### config.mk
export PLATFORM = sky130hd
export DESIGN_NAME = autotest_top
export DESIGN_NICKNAME = d
export VERILOG_FILES = /design/src/autotest_pkg.sv /design/src/sd_host_if.sv /design/src/sd_port_arbiter.sv /design/src/vector_loader.sv /design/src/result_reporter.sv /design/src/autotest_sequencer.sv /design/src/autotest_top.sv
export SDC_FILE = /design/constraint.sdc
export NUM_CORES = 1
export LEC_CHECK = 0
export ABC_AREA = 1
export CAP_MARGIN = 20
export CORE_MARGIN = 3
export CORE_UTILIZATION = 47
export CTS_CLUSTER_DIAMETER = 120
export DETAILED_ROUTE_END_ITERATION = 12
export DONT_BUFFER_PORTS = 1
export PLACE_DENSITY = 0.63
export SLEW_MARGIN = 30
export SYNTH_ARGS = -nofsm -noshare
export SYNTH_HDL_FRONTEND = slang
export SYNTH_HIERARCHICAL = 1
export SYNTH_SLANG_ARGS = --single-unit
### constraint.sdc
create_clock -name clk -period 2.9 [get_ports clk]
set_clock_uncertainty 0.05 [all_clocks]
set_input_delay 0.145 -clock clk [delete_from_list [all_inputs] [get_ports clk]]
set_output_delay 0.145 -clock clk [all_outputs]
set_load 0.02 [all_outputs]
### src/autotest_pkg.sv
// autotest package
// sizes, sector record layout and sequencer state encoding for the
// block cipher self-test controller
`default_nettype none

package autotest_pkg;

  // UUT data widths
  localparam int BLOCK_BITS  = 64;
  localparam int KEY_BITS    = 80;
  localparam int BLOCK_BYTES = BLOCK_BITS / 8;
  localparam int KEY_BYTES   = KEY_BITS / 8;

  localparam int SECTOR_BYTES = 512;

  // byte offsets within the vector and report sector
  localparam int OFS_SIGNATURE = 0;
  localparam int OFS_TAG       = 4;
  localparam int OFS_BLOCK     = 5;
  localparam int OFS_KEY       = 13;
  localparam int OFS_ENCDEC    = 23;
  localparam int OFS_EXPECTED  = 24;
  localparam int OFS_RESULT    = 32;
  localparam int OFS_EXEC      = 40;

  localparam int EXEC_BITS = 32;

  // report bytes past this point are zero
  localparam int REPORT_BYTES = OFS_EXEC + EXEC_BITS / 8;

  localparam logic [31:0] RECORD_SIGNATURE = 32'hAABB_CCDD;
  localparam logic [31:0] START_BLOCK      = 32'h0010_0000;

  // encoding is visible in the debug word
  typedef enum logic [3:0] {
    ST_INIT     = 4'd0,
    ST_SD_RESET = 4'd1,
    ST_SD_WAIT  = 4'd2,
    ST_LOAD     = 4'd3,
    ST_CHECK    = 4'd4,
    ST_RUN      = 4'd5,
    ST_COMPARE  = 4'd6,
    ST_REPORT   = 4'd7,
    ST_NEXT     = 4'd8,
    ST_HALT     = 4'd9
  } seq_state_t;

endpackage

`default_nettype wire

### src/sd_host_if.sv
// SD host byte port
// one client side of the shared SD/SPI host, seen through the arbiter
`timescale 1ns/1ps
`default_nettype none

interface sd_host_if;

  logic       req;
  logic       r_block;
  logic       w_block;
  logic       r_byte;
  logic       w_byte;
  logic [7:0] data_in;

  logic       gnt;
  logic       busy;
  logic [7:0] data_out;

  modport client (
    output req, r_block, w_block, r_byte, w_byte, data_in,
    input  gnt, busy, data_out
  );

  modport arbiter (
    input  req, r_block, w_block, r_byte, w_byte, data_in,
    output gnt, busy, data_out
  );

endinterface

`default_nettype wire

### src/sd_port_arbiter.sv
// SD port arbiter
// grants the single SD host byte port to the vector loader or the
// result reporter and forwards the owner's strobes and data
`timescale 1ns/1ps
`default_nettype none

module sd_port_arbiter (
  input  logic       clk,
  input  logic       rst,
  sd_host_if.arbiter loader_port,
  sd_host_if.arbiter reporter_port,
  input  logic       spi_busy_i,
  input  logic [7:0] spi_data_out_i,
  output logic       spi_r_block_o,
  output logic       spi_r_byte_o,
  output logic       spi_w_block_o,
  output logic       spi_w_byte_o,
  output logic [7:0] spi_data_in_o
);

  logic own_ld;
  logic own_rp;

  // owner holds the port until its req falls, loader wins a tie
  always_ff @(posedge clk) begin
    if (rst) begin
      own_ld <= 1'b0;
      own_rp <= 1'b0;
    end else if (own_ld) begin
      own_ld <= loader_port.req;
    end else if (own_rp) begin
      own_rp <= reporter_port.req;
    end else if (loader_port.req) begin
      own_ld <= 1'b1;
    end else if (reporter_port.req) begin
      own_rp <= 1'b1;
    end
  end

  assign loader_port.gnt   = own_ld;
  assign reporter_port.gnt = own_rp;

  // a client without the grant just sees a busy host
  assign loader_port.busy   = own_ld ? spi_busy_i : 1'b1;
  assign reporter_port.busy = own_rp ? spi_busy_i : 1'b1;

  assign loader_port.data_out   = own_ld ? spi_data_out_i : 8'h00;
  assign reporter_port.data_out = own_rp ? spi_data_out_i : 8'h00;

  always_comb begin
    spi_r_block_o = 1'b0;
    spi_r_byte_o  = 1'b0;
    spi_w_block_o = 1'b0;
    spi_w_byte_o  = 1'b0;
    spi_data_in_o = 8'h00;
    if (own_ld) begin
      spi_r_block_o = loader_port.r_block;
      spi_r_byte_o  = loader_port.r_byte;
      spi_w_block_o = loader_port.w_block;
      spi_w_byte_o  = loader_port.w_byte;
      spi_data_in_o = loader_port.data_in;
    end else if (own_rp) begin
      spi_r_block_o = reporter_port.r_block;
      spi_r_byte_o  = reporter_port.r_byte;
      spi_w_block_o = reporter_port.w_block;
      spi_w_byte_o  = reporter_port.w_byte;
      spi_data_in_o = reporter_port.data_in;
    end
  end

endmodule

`default_nettype wire

### src/vector_loader.sv
// vector loader
// reads one test-vector sector byte by byte over the SD host port and
// fills the signature, tag, block, key, direction and expected registers
`timescale 1ns/1ps
`default_nettype none

module vector_loader
  import autotest_pkg::*;
(
  input  logic                  clk,
  input  logic                  rst,
  input  logic                  start_i,
  sd_host_if.client             sd,
  output logic                  done_o,
  output logic [31:0]           signature_o,
  output logic [7:0]            tag_o,
  output logic [BLOCK_BITS-1:0] block_o,
  output logic [KEY_BITS-1:0]   key_o,
  output logic                  encdec_o,
  output logic [BLOCK_BITS-1:0] expected_o
);

  logic       active;
  logic       opened;
  logic       hs_wait;
  logic [8:0] byte_cnt;
  logic       byte_done;

  assign sd.req     = active;
  assign sd.r_block = active;
  assign sd.r_byte  = active && opened && !hs_wait;
  assign sd.w_block = 1'b0;
  assign sd.w_byte  = 1'b0;
  assign sd.data_in = 8'h00;

  // busy has fallen after an accepted byte request
  assign byte_done = active && opened && hs_wait && !sd.busy;

  // block open and each byte both wait for busy high, then low
  always_ff @(posedge clk) begin
    if (rst) begin
      active   <= 1'b0;
      opened   <= 1'b0;
      hs_wait  <= 1'b0;
      byte_cnt <= '0;
      done_o   <= 1'b0;
    end else begin
      done_o <= 1'b0;
      if (start_i) begin
        active   <= 1'b1;
        opened   <= 1'b0;
        hs_wait  <= 1'b0;
        byte_cnt <= '0;
      end else if (active) begin
        if (!hs_wait) begin
          if (sd.gnt && sd.busy) begin
            hs_wait <= 1'b1;
          end
        end else if (!sd.busy) begin
          hs_wait <= 1'b0;
          opened  <= 1'b1;
          if (opened) begin
            byte_cnt <= byte_cnt + 9'd1;
            if (byte_cnt == 9'(SECTOR_BYTES - 1)) begin
              active <= 1'b0;
              done_o <= 1'b1;
            end
          end
        end
      end
    end
  end

  // signature arrives msb first, other fields lsb first
  always_ff @(posedge clk) begin
    if (start_i) begin
      signature_o <= '0;
      tag_o       <= '0;
      block_o     <= '0;
      key_o       <= '0;
      encdec_o    <= 1'b0;
      expected_o  <= '0;
    end else if (byte_done) begin
      if (byte_cnt < OFS_TAG) begin
        signature_o <= {signature_o[23:0], sd.data_out};
      end else if (byte_cnt == OFS_TAG) begin
        tag_o <= sd.data_out;
      end else if (byte_cnt < OFS_BLOCK + BLOCK_BYTES) begin
        block_o <= {sd.data_out, block_o[BLOCK_BITS-1:8]};
      end else if (byte_cnt < OFS_KEY + KEY_BYTES) begin
        key_o <= {sd.data_out, key_o[KEY_BITS-1:8]};
      end else if (byte_cnt == OFS_ENCDEC) begin
        encdec_o <= sd.data_out[0];
      end else if (byte_cnt < OFS_EXPECTED + BLOCK_BYTES) begin
        expected_o <= {sd.data_out, expected_o[BLOCK_BITS-1:8]};
      end
    end
  end

endmodule

`default_nettype wire

### src/result_reporter.sv
// result reporter
// writes the 512-byte report sector: signature, echoed record, UUT
// result and execution count, zeros elsewhere
`timescale 1ns/1ps
`default_nettype none

module result_reporter
  import autotest_pkg::*;
(
  input  logic                  clk,
  input  logic                  rst,
  input  logic                  start_i,
  sd_host_if.client             sd,
  output logic                  done_o,
  input  logic [7:0]            tag_i,
  input  logic [BLOCK_BITS-1:0] block_i,
  input  logic [KEY_BITS-1:0]   key_i,
  input  logic                  encdec_i,
  input  logic [BLOCK_BITS-1:0] expected_i,
  input  logic [BLOCK_BITS-1:0] result_i,
  input  logic [EXEC_BITS-1:0]  exec_cycles_i
);

  logic                      active;
  logic                      opened;
  logic                      hs_wait;
  logic [8:0]                byte_cnt;
  logic [8:0]                next_cnt;
  logic [7:0]                data_q;
  logic [7:0]                next_byte;
  logic                      byte_done;
  logic [8*REPORT_BYTES-1:0] image;

  // byte k of the report sits at image bits 8k+7:8k
  assign image = {exec_cycles_i, result_i, expected_i, 7'b0, encdec_i, key_i, block_i,
                  tag_i, RECORD_SIGNATURE[7:0], RECORD_SIGNATURE[15:8],
                  RECORD_SIGNATURE[23:16], RECORD_SIGNATURE[31:24]};

  assign next_cnt  = start_i ? 9'd0 : byte_cnt + 9'd1;
  assign next_byte = (next_cnt < REPORT_BYTES) ? image[8*next_cnt +: 8] : 8'h00;

  assign sd.req     = active;
  assign sd.w_block = active;
  assign sd.w_byte  = active && opened && !hs_wait;
  assign sd.r_block = 1'b0;
  assign sd.r_byte  = 1'b0;
  assign sd.data_in = data_q;

  assign byte_done = active && opened && hs_wait && !sd.busy;

  always_ff @(posedge clk) begin
    if (rst) begin
      active   <= 1'b0;
      opened   <= 1'b0;
      hs_wait  <= 1'b0;
      byte_cnt <= '0;
      done_o   <= 1'b0;
    end else begin
      done_o <= 1'b0;
      if (start_i) begin
        active   <= 1'b1;
        opened   <= 1'b0;
        hs_wait  <= 1'b0;
        byte_cnt <= '0;
      end else if (active) begin
        if (!hs_wait) begin
          if (sd.gnt && sd.busy) begin
            hs_wait <= 1'b1;
          end
        end else if (!sd.busy) begin
          hs_wait <= 1'b0;
          opened  <= 1'b1;
          if (opened) begin
            byte_cnt <= next_cnt;
            if (byte_cnt == 9'(SECTOR_BYTES - 1)) begin
              active <= 1'b0;
              done_o <= 1'b1;
            end
          end
        end
      end
    end
  end

  // next byte is staged as soon as the previous one completes
  always_ff @(posedge clk) begin
    if (start_i || byte_done) begin
      data_q <= next_byte;
    end
  end

endmodule

`default_nettype wire

### src/autotest_sequencer.sv
// autotest sequencer
// main FSM: SD reset, vector load, signature check, UUT run, compare,
// report and block advance, plus the debug view
`timescale 1ns/1ps
`default_nettype none

module autotest_sequencer
  import autotest_pkg::*;
(
  input  logic                  clk,
  input  logic                  rst,
  input  logic                  spi_busy_i,
  output logic                  spi_rst_o,
  output logic [31:0]           block_addr_o,
  output logic                  load_start_o,
  input  logic                  load_done_i,
  output logic                  report_start_o,
  input  logic                  report_done_i,
  input  logic [31:0]           signature_i,
  input  logic                  encdec_i,
  input  logic [BLOCK_BITS-1:0] expected_i,
  input  logic [BLOCK_BITS-1:0] block_o_uut_i,
  input  logic                  end_enc_uut_i,
  input  logic                  end_dec_uut_i,
  output logic                  rst_uut_o,
  output logic [BLOCK_BITS-1:0] result_o,
  output logic [EXEC_BITS-1:0]  exec_cycles_o,
  input  logic [1:0]            sw_debug_i,
  output logic [31:0]           debug_o
);

  seq_state_t           state;
  logic [31:0]          block_q;
  logic [31:0]          err_cnt;
  logic [EXEC_BITS-1:0] timer;
  logic                 end_flag;

  assign end_flag      = encdec_i ? end_dec_uut_i : end_enc_uut_i;
  assign spi_rst_o     = (state == ST_SD_RESET);
  assign block_addr_o  = block_q;
  assign exec_cycles_o = timer;

  always_ff @(posedge clk) begin
    if (rst) begin
      state          <= ST_INIT;
      block_q        <= START_BLOCK;
      err_cnt        <= '0;
      timer          <= '0;
      rst_uut_o      <= 1'b1;
      load_start_o   <= 1'b0;
      report_start_o <= 1'b0;
    end else begin
      load_start_o   <= 1'b0;
      report_start_o <= 1'b0;
      case (state)
        ST_INIT: state <= ST_SD_RESET;
        ST_SD_RESET: begin
          if (spi_busy_i) begin
            state <= ST_SD_WAIT;
          end
        end
        ST_SD_WAIT: begin
          if (!spi_busy_i) begin
            state        <= ST_LOAD;
            load_start_o <= 1'b1;
          end
        end
        ST_LOAD: begin
          if (load_done_i) begin
            state <= ST_CHECK;
          end
        end
        ST_CHECK: begin
          if (signature_i == RECORD_SIGNATURE) begin
            state     <= ST_RUN;
            rst_uut_o <= 1'b0;
            timer     <= '0;
          end else begin
            state <= ST_HALT;
          end
        end
        // timer holds the cycle count at which the end flag was seen
        ST_RUN: begin
          if (end_flag) begin
            state <= ST_COMPARE;
          end else begin
            timer <= timer + 1'b1;
          end
        end
        ST_COMPARE: begin
          if (result_o != expected_i) begin
            err_cnt <= err_cnt + 32'd1;
          end
          state          <= ST_REPORT;
          report_start_o <= 1'b1;
        end
        ST_REPORT: begin
          if (report_done_i) begin
            state <= ST_NEXT;
          end
        end
        ST_NEXT: begin
          block_q      <= block_q + 32'd1;
          rst_uut_o    <= 1'b1;
          state        <= ST_LOAD;
          load_start_o <= 1'b1;
        end
        default: state <= ST_HALT;
      endcase
    end
  end

  // uut output captured in the cycle the end flag is sampled
  always_ff @(posedge clk) begin
    if (state == ST_RUN && end_flag) begin
      result_o <= block_o_uut_i;
    end
  end

  always_comb begin
    case (sw_debug_i)
      2'd0:    debug_o = {block_q[15:0], 12'h000, state};
      2'd1:    debug_o = err_cnt;
      2'd2:    debug_o = timer;
      default: debug_o = block_q;
    endcase
  end

endmodule

`default_nettype wire

### src/autotest_top.sv
// autotest top level
// self-test controller for a 64-bit block cipher, driven by test vectors
// read from and reported back to an SD card
`timescale 1ns/1ps
`default_nettype none

module autotest_top
  import autotest_pkg::*;
(
  input  logic                  clk,
  input  logic                  rst,
  input  logic                  spi_busy_i,
  input  logic [7:0]            spi_data_out_i,
  // kept for pin compatibility with the SD host
  input  logic                  spi_err_i,
  input  logic                  spi_crc_err_i,
  output logic [31:0]           spi_block_addr_o,
  output logic                  spi_r_block_o,
  output logic                  spi_r_byte_o,
  output logic                  spi_w_block_o,
  output logic                  spi_w_byte_o,
  output logic                  spi_rst_o,
  output logic [7:0]            spi_data_in_o,
  output logic                  rst_uut_o,
  output logic [BLOCK_BITS-1:0] block_i_uut_o,
  output logic [KEY_BITS-1:0]   key_uut_o,
  output logic                  encdec_uut_o,
  input  logic [BLOCK_BITS-1:0] block_o_uut_i,
  input  logic                  end_enc_uut_i,
  input  logic                  end_dec_uut_i,
  input  logic [1:0]            sw_debug_i,
  output logic [31:0]           debug_o
);

  logic                  load_start;
  logic                  load_done;
  logic                  report_start;
  logic                  report_done;
  logic [31:0]           signature;
  logic [7:0]            tag;
  logic [BLOCK_BITS-1:0] expected;
  logic [BLOCK_BITS-1:0] result;
  logic [EXEC_BITS-1:0]  exec_cycles;

  sd_host_if loader_sd ();
  sd_host_if reporter_sd ();

  autotest_sequencer autotest_sequencer_i (
    .clk            (clk),
    .rst            (rst),
    .spi_busy_i     (spi_busy_i),
    .spi_rst_o      (spi_rst_o),
    .block_addr_o   (spi_block_addr_o),
    .load_start_o   (load_start),
    .load_done_i    (load_done),
    .report_start_o (report_start),
    .report_done_i  (report_done),
    .signature_i    (signature),
    .encdec_i       (encdec_uut_o),
    .expected_i     (expected),
    .block_o_uut_i  (block_o_uut_i),
    .end_enc_uut_i  (end_enc_uut_i),
    .end_dec_uut_i  (end_dec_uut_i),
    .rst_uut_o      (rst_uut_o),
    .result_o       (result),
    .exec_cycles_o  (exec_cycles),
    .sw_debug_i     (sw_debug_i),
    .debug_o        (debug_o)
  );

  vector_loader vector_loader_i (
    .clk         (clk),
    .rst         (rst),
    .start_i     (load_start),
    .sd          (loader_sd.client),
    .done_o      (load_done),
    .signature_o (signature),
    .tag_o       (tag),
    .block_o     (block_i_uut_o),
    .key_o       (key_uut_o),
    .encdec_o    (encdec_uut_o),
    .expected_o  (expected)
  );

  result_reporter result_reporter_i (
    .clk           (clk),
    .rst           (rst),
    .start_i       (report_start),
    .sd            (reporter_sd.client),
    .done_o        (report_done),
    .tag_i         (tag),
    .block_i       (block_i_uut_o),
    .key_i         (key_uut_o),
    .encdec_i      (encdec_uut_o),
    .expected_i    (expected),
    .result_i      (result),
    .exec_cycles_i (exec_cycles)
  );

  sd_port_arbiter sd_port_arbiter_i (
    .clk            (clk),
    .rst            (rst),
    .loader_port    (loader_sd.arbiter),
    .reporter_port  (reporter_sd.arbiter),
    .spi_busy_i     (spi_busy_i),
    .spi_data_out_i (spi_data_out_i),
    .spi_r_block_o  (spi_r_block_o),
    .spi_r_byte_o   (spi_r_byte_o),
    .spi_w_block_o  (spi_w_block_o),
    .spi_w_byte_o   (spi_w_byte_o),
    .spi_data_in_o  (spi_data_in_o)
  );

endmodule

`default_nettype wire

==> summary.md <==
| Metric | Value |
|---|---|
| Crit. Startpoint | autotest_sequencer_i/report_start_o |
| Global-route wire length before repair | 140.4 mm |
| End point of the worst hold path | autotest_sequencer_i/result_o[61] |
| Total Power | ~14 mW |
| Commonest non-fill, non-tap cells in the layout | nand2_1, nor2_1, inv_1 |
| Post-CTS Resized | 0 |
| # setup viols final | 0 |
| Core area | 55740 sq um |
| Routability cong. | approximately 0.98 |
| Hold path depth | 1 |
| Sw Pwr | between 3 and 4 mW |
| Least-Margin Pin Slew | 0.9196 ns |
| Seq pwr share | 45.4% |
| Drt first pass iters | 6 |
| Post-Syn Instances | approximately 4400 |
| Setup bufs post-CTS | 0 |
| Final hold vios | 0 |
| Logic pwr share | 6.3% |
| Placed inst area | 27230 sq um |
| Setup TNS Final | 0 ns |
| Initial antenna violation count | 0 |
| Reg2Reg Launch Point | autotest_sequencer_i/report_start_o |
| Total wire length | 92.01 mm |
| CTS Root Cell | clkbuf_16 |
| Status | finished clean |
| Power per standard cell area | between 400 and 500 nW/um^2 |
| R2R Path End | result_reporter_i/sd.data_in[4] |
| Largest net degree at the start of global routing | 81 |
| Clk buf depth | 3 |
| CTS clk-pin slew, worst paths | roughly 0.060 ns |
| H-tree levels | 2 |
| FMAX | approximately 380 MHz |
| Vias | 26560 |
| WP data required | 3.21 ns |
| Most common cell after layout, fill and taps aside | nand2_1 |
| Area Overhead vs Synth | 11.31% |
| CTS tree | yes |
| RSZ-0062 raised after global routing | no |
| Leak pwr | ~14 nW |
| Relative max-transition margin | ~39% |
| Type of the tightest min-delay check | in2reg |
| Fin area | 29800 sq um |
| Worst hold start | block_o_uut_i[61] |
| Antenna Cells | 0 |
| R2r setup slk | 0.27 ns |
| Sw Share | approximately 25% |
| Synthesis Warnings | 6 |
| Final ANT Viol Nets | 0 |
| Via/cell ratio | between 5 and 6 |
| Clk_lat worst skew | 0.62 ns |
| Share of cells above drive strength 1 | about 5.4% |
| Number of remaining DRC errors | 0 |
| Hold WS | 0.1066 ns |
| Fin crit share | between 90% and 100% |
| Drt wl/cell | 17.96 microns |
| R2R depth | 13 |
| Area of the multi-input gates | 13580 sq um |
| Setup crit end kind | flip-flop |
| Initial core utilization | 48.03% |
| Max rail drop VDD | 0.4129 mV |
| Sequential Area | 9769 sq um |
| I/O Buffers | 0 |
| Kind of critical path | reg2reg |
| Die Area | 59860 sq um |
| Vias in the first global route | ~24000 |
| Slew Viols, Final | 0 |
| Fin util | 53.46% |
| Post-Syn Area | 26770 sq um |
| Starting DRT DRC Count | 2514 |
| DIE WIDTH | 244.7 microns |
| Critical Path AT | about 2.9 ns |
| CTS Buf Count | 52 |
| Overflow after GRT | 0 |
| CP Launch Type | flip-flop |
| Clock power frac | roughly 48% |
| # Max-Cap Violations | 0 |
| HPWL Detailed | 64.39 mm |
| Clock Sinks | 452 |
| Min Tclk post-route | 2.628 ns |
| Final #Nets | roughly 4400 |
| Die extent in y | 244.7 microns |
| Synth Area per Inst | 6.150 sq um |
| Gr usage total | 29.56% |
| # fillers | slightly below 6000 |
| Placement Rows | 86 |
| Critical-path maximum fanout | 64 |
| Total I/O pin count | 304 |
| Internal cell power | around 11 mW |
-- metal layers --
metal	global-route usage, %	up-vias	share of wire (%)
met2	47.65	992	46
met5	0	-	0
li1	-	13430	-
met1	39.12	11980	42
met3	6.828	159	8.7
met4	10.02	0	3.3
-- final cells by class --
cell class	count	share of cell area (%)
clock inverter	21	0.7348
clock buffer	76	5.286
sequential	452	32.78
multi-input combinational	3095	45.58
tap	748	3.141
inverter	580	7.322
timing repair buffer	152	5.156
-- stage by stage --
stage,std cells,setup slack [ns]
floorplan,4363,0.2831
global placement,4951,0.4515
detailed placement,4951,0.4142
CTS,5124,0.3983
global route,5124,0.1506
finish,5124,0.2717
-- power by group through the flow --
stage               clock network (mW)  logic [mW]  registers (mW)
floorplan                            0       0.644            6.59
global placement                     0       0.781            6.64
detailed placement                   0       0.780            6.64
CTS                               7.04       0.892            6.50
global route                      7.29       0.995            6.51
finish                            6.93       0.899            6.50
-- critical path: stages, from the launching register on --
cell and delay, ns:
dfxtp_1 0.37, inv_2 0.23, nand2_4 0.23, buf_12 0.26, nand2_1 0.10, nand2_1 0.09
nand2_1 0.07, nand2_1 0.08, nand3_1 0.09, nand2_1 0.08, a21oi_1 0.21, nand2_1 0.08
a21oi_1 0.26, nor2_1 0.08
-- how the worst max path moves through the flow --
stage	endpoint	slack (ns)	cells past startpoint
after floorplan	autotest_sequencer_i/result_o[0]	0.28	4
after global placement	result_reporter_i/sd.data_in[4]	0.45	13
after detailed placement	result_reporter_i/sd.data_in[4]	0.41	13
after CTS	result_reporter_i/sd.data_in[4]	0.40	13
after global routing	result_reporter_i/sd.data_in[5]	0.15	12
final	result_reporter_i/sd.data_in[4]	0.27	13
-- flip-flops by register name (all words and copies together) (netlist names), 4 cells and up --
register	cells
autotest_sequencer_i/block_addr_o	32
autotest_sequencer_i/err_cnt	32
autotest_sequencer_i/exec_cycles_o	32
autotest_sequencer_i/result_o	64
autotest_sequencer_i/state	4
result_reporter_i/byte_cnt	9
result_reporter_i/sd.data_in	8
vector_loader_i/block_o	64
vector_loader_i/byte_cnt	9
vector_loader_i/expected_o	64
vector_loader_i/key_o	80
vector_loader_i/signature_o	32
vector_loader_i/tag_o	8
-- timing repair --
item | in CTS | in global routing
hold buffers | 76 | 0
endpoints found under the hold margin | 170 | 0
setup endpoints to repair | 0 | 0
No activity file was read; power rests on OpenSTA's default activity.
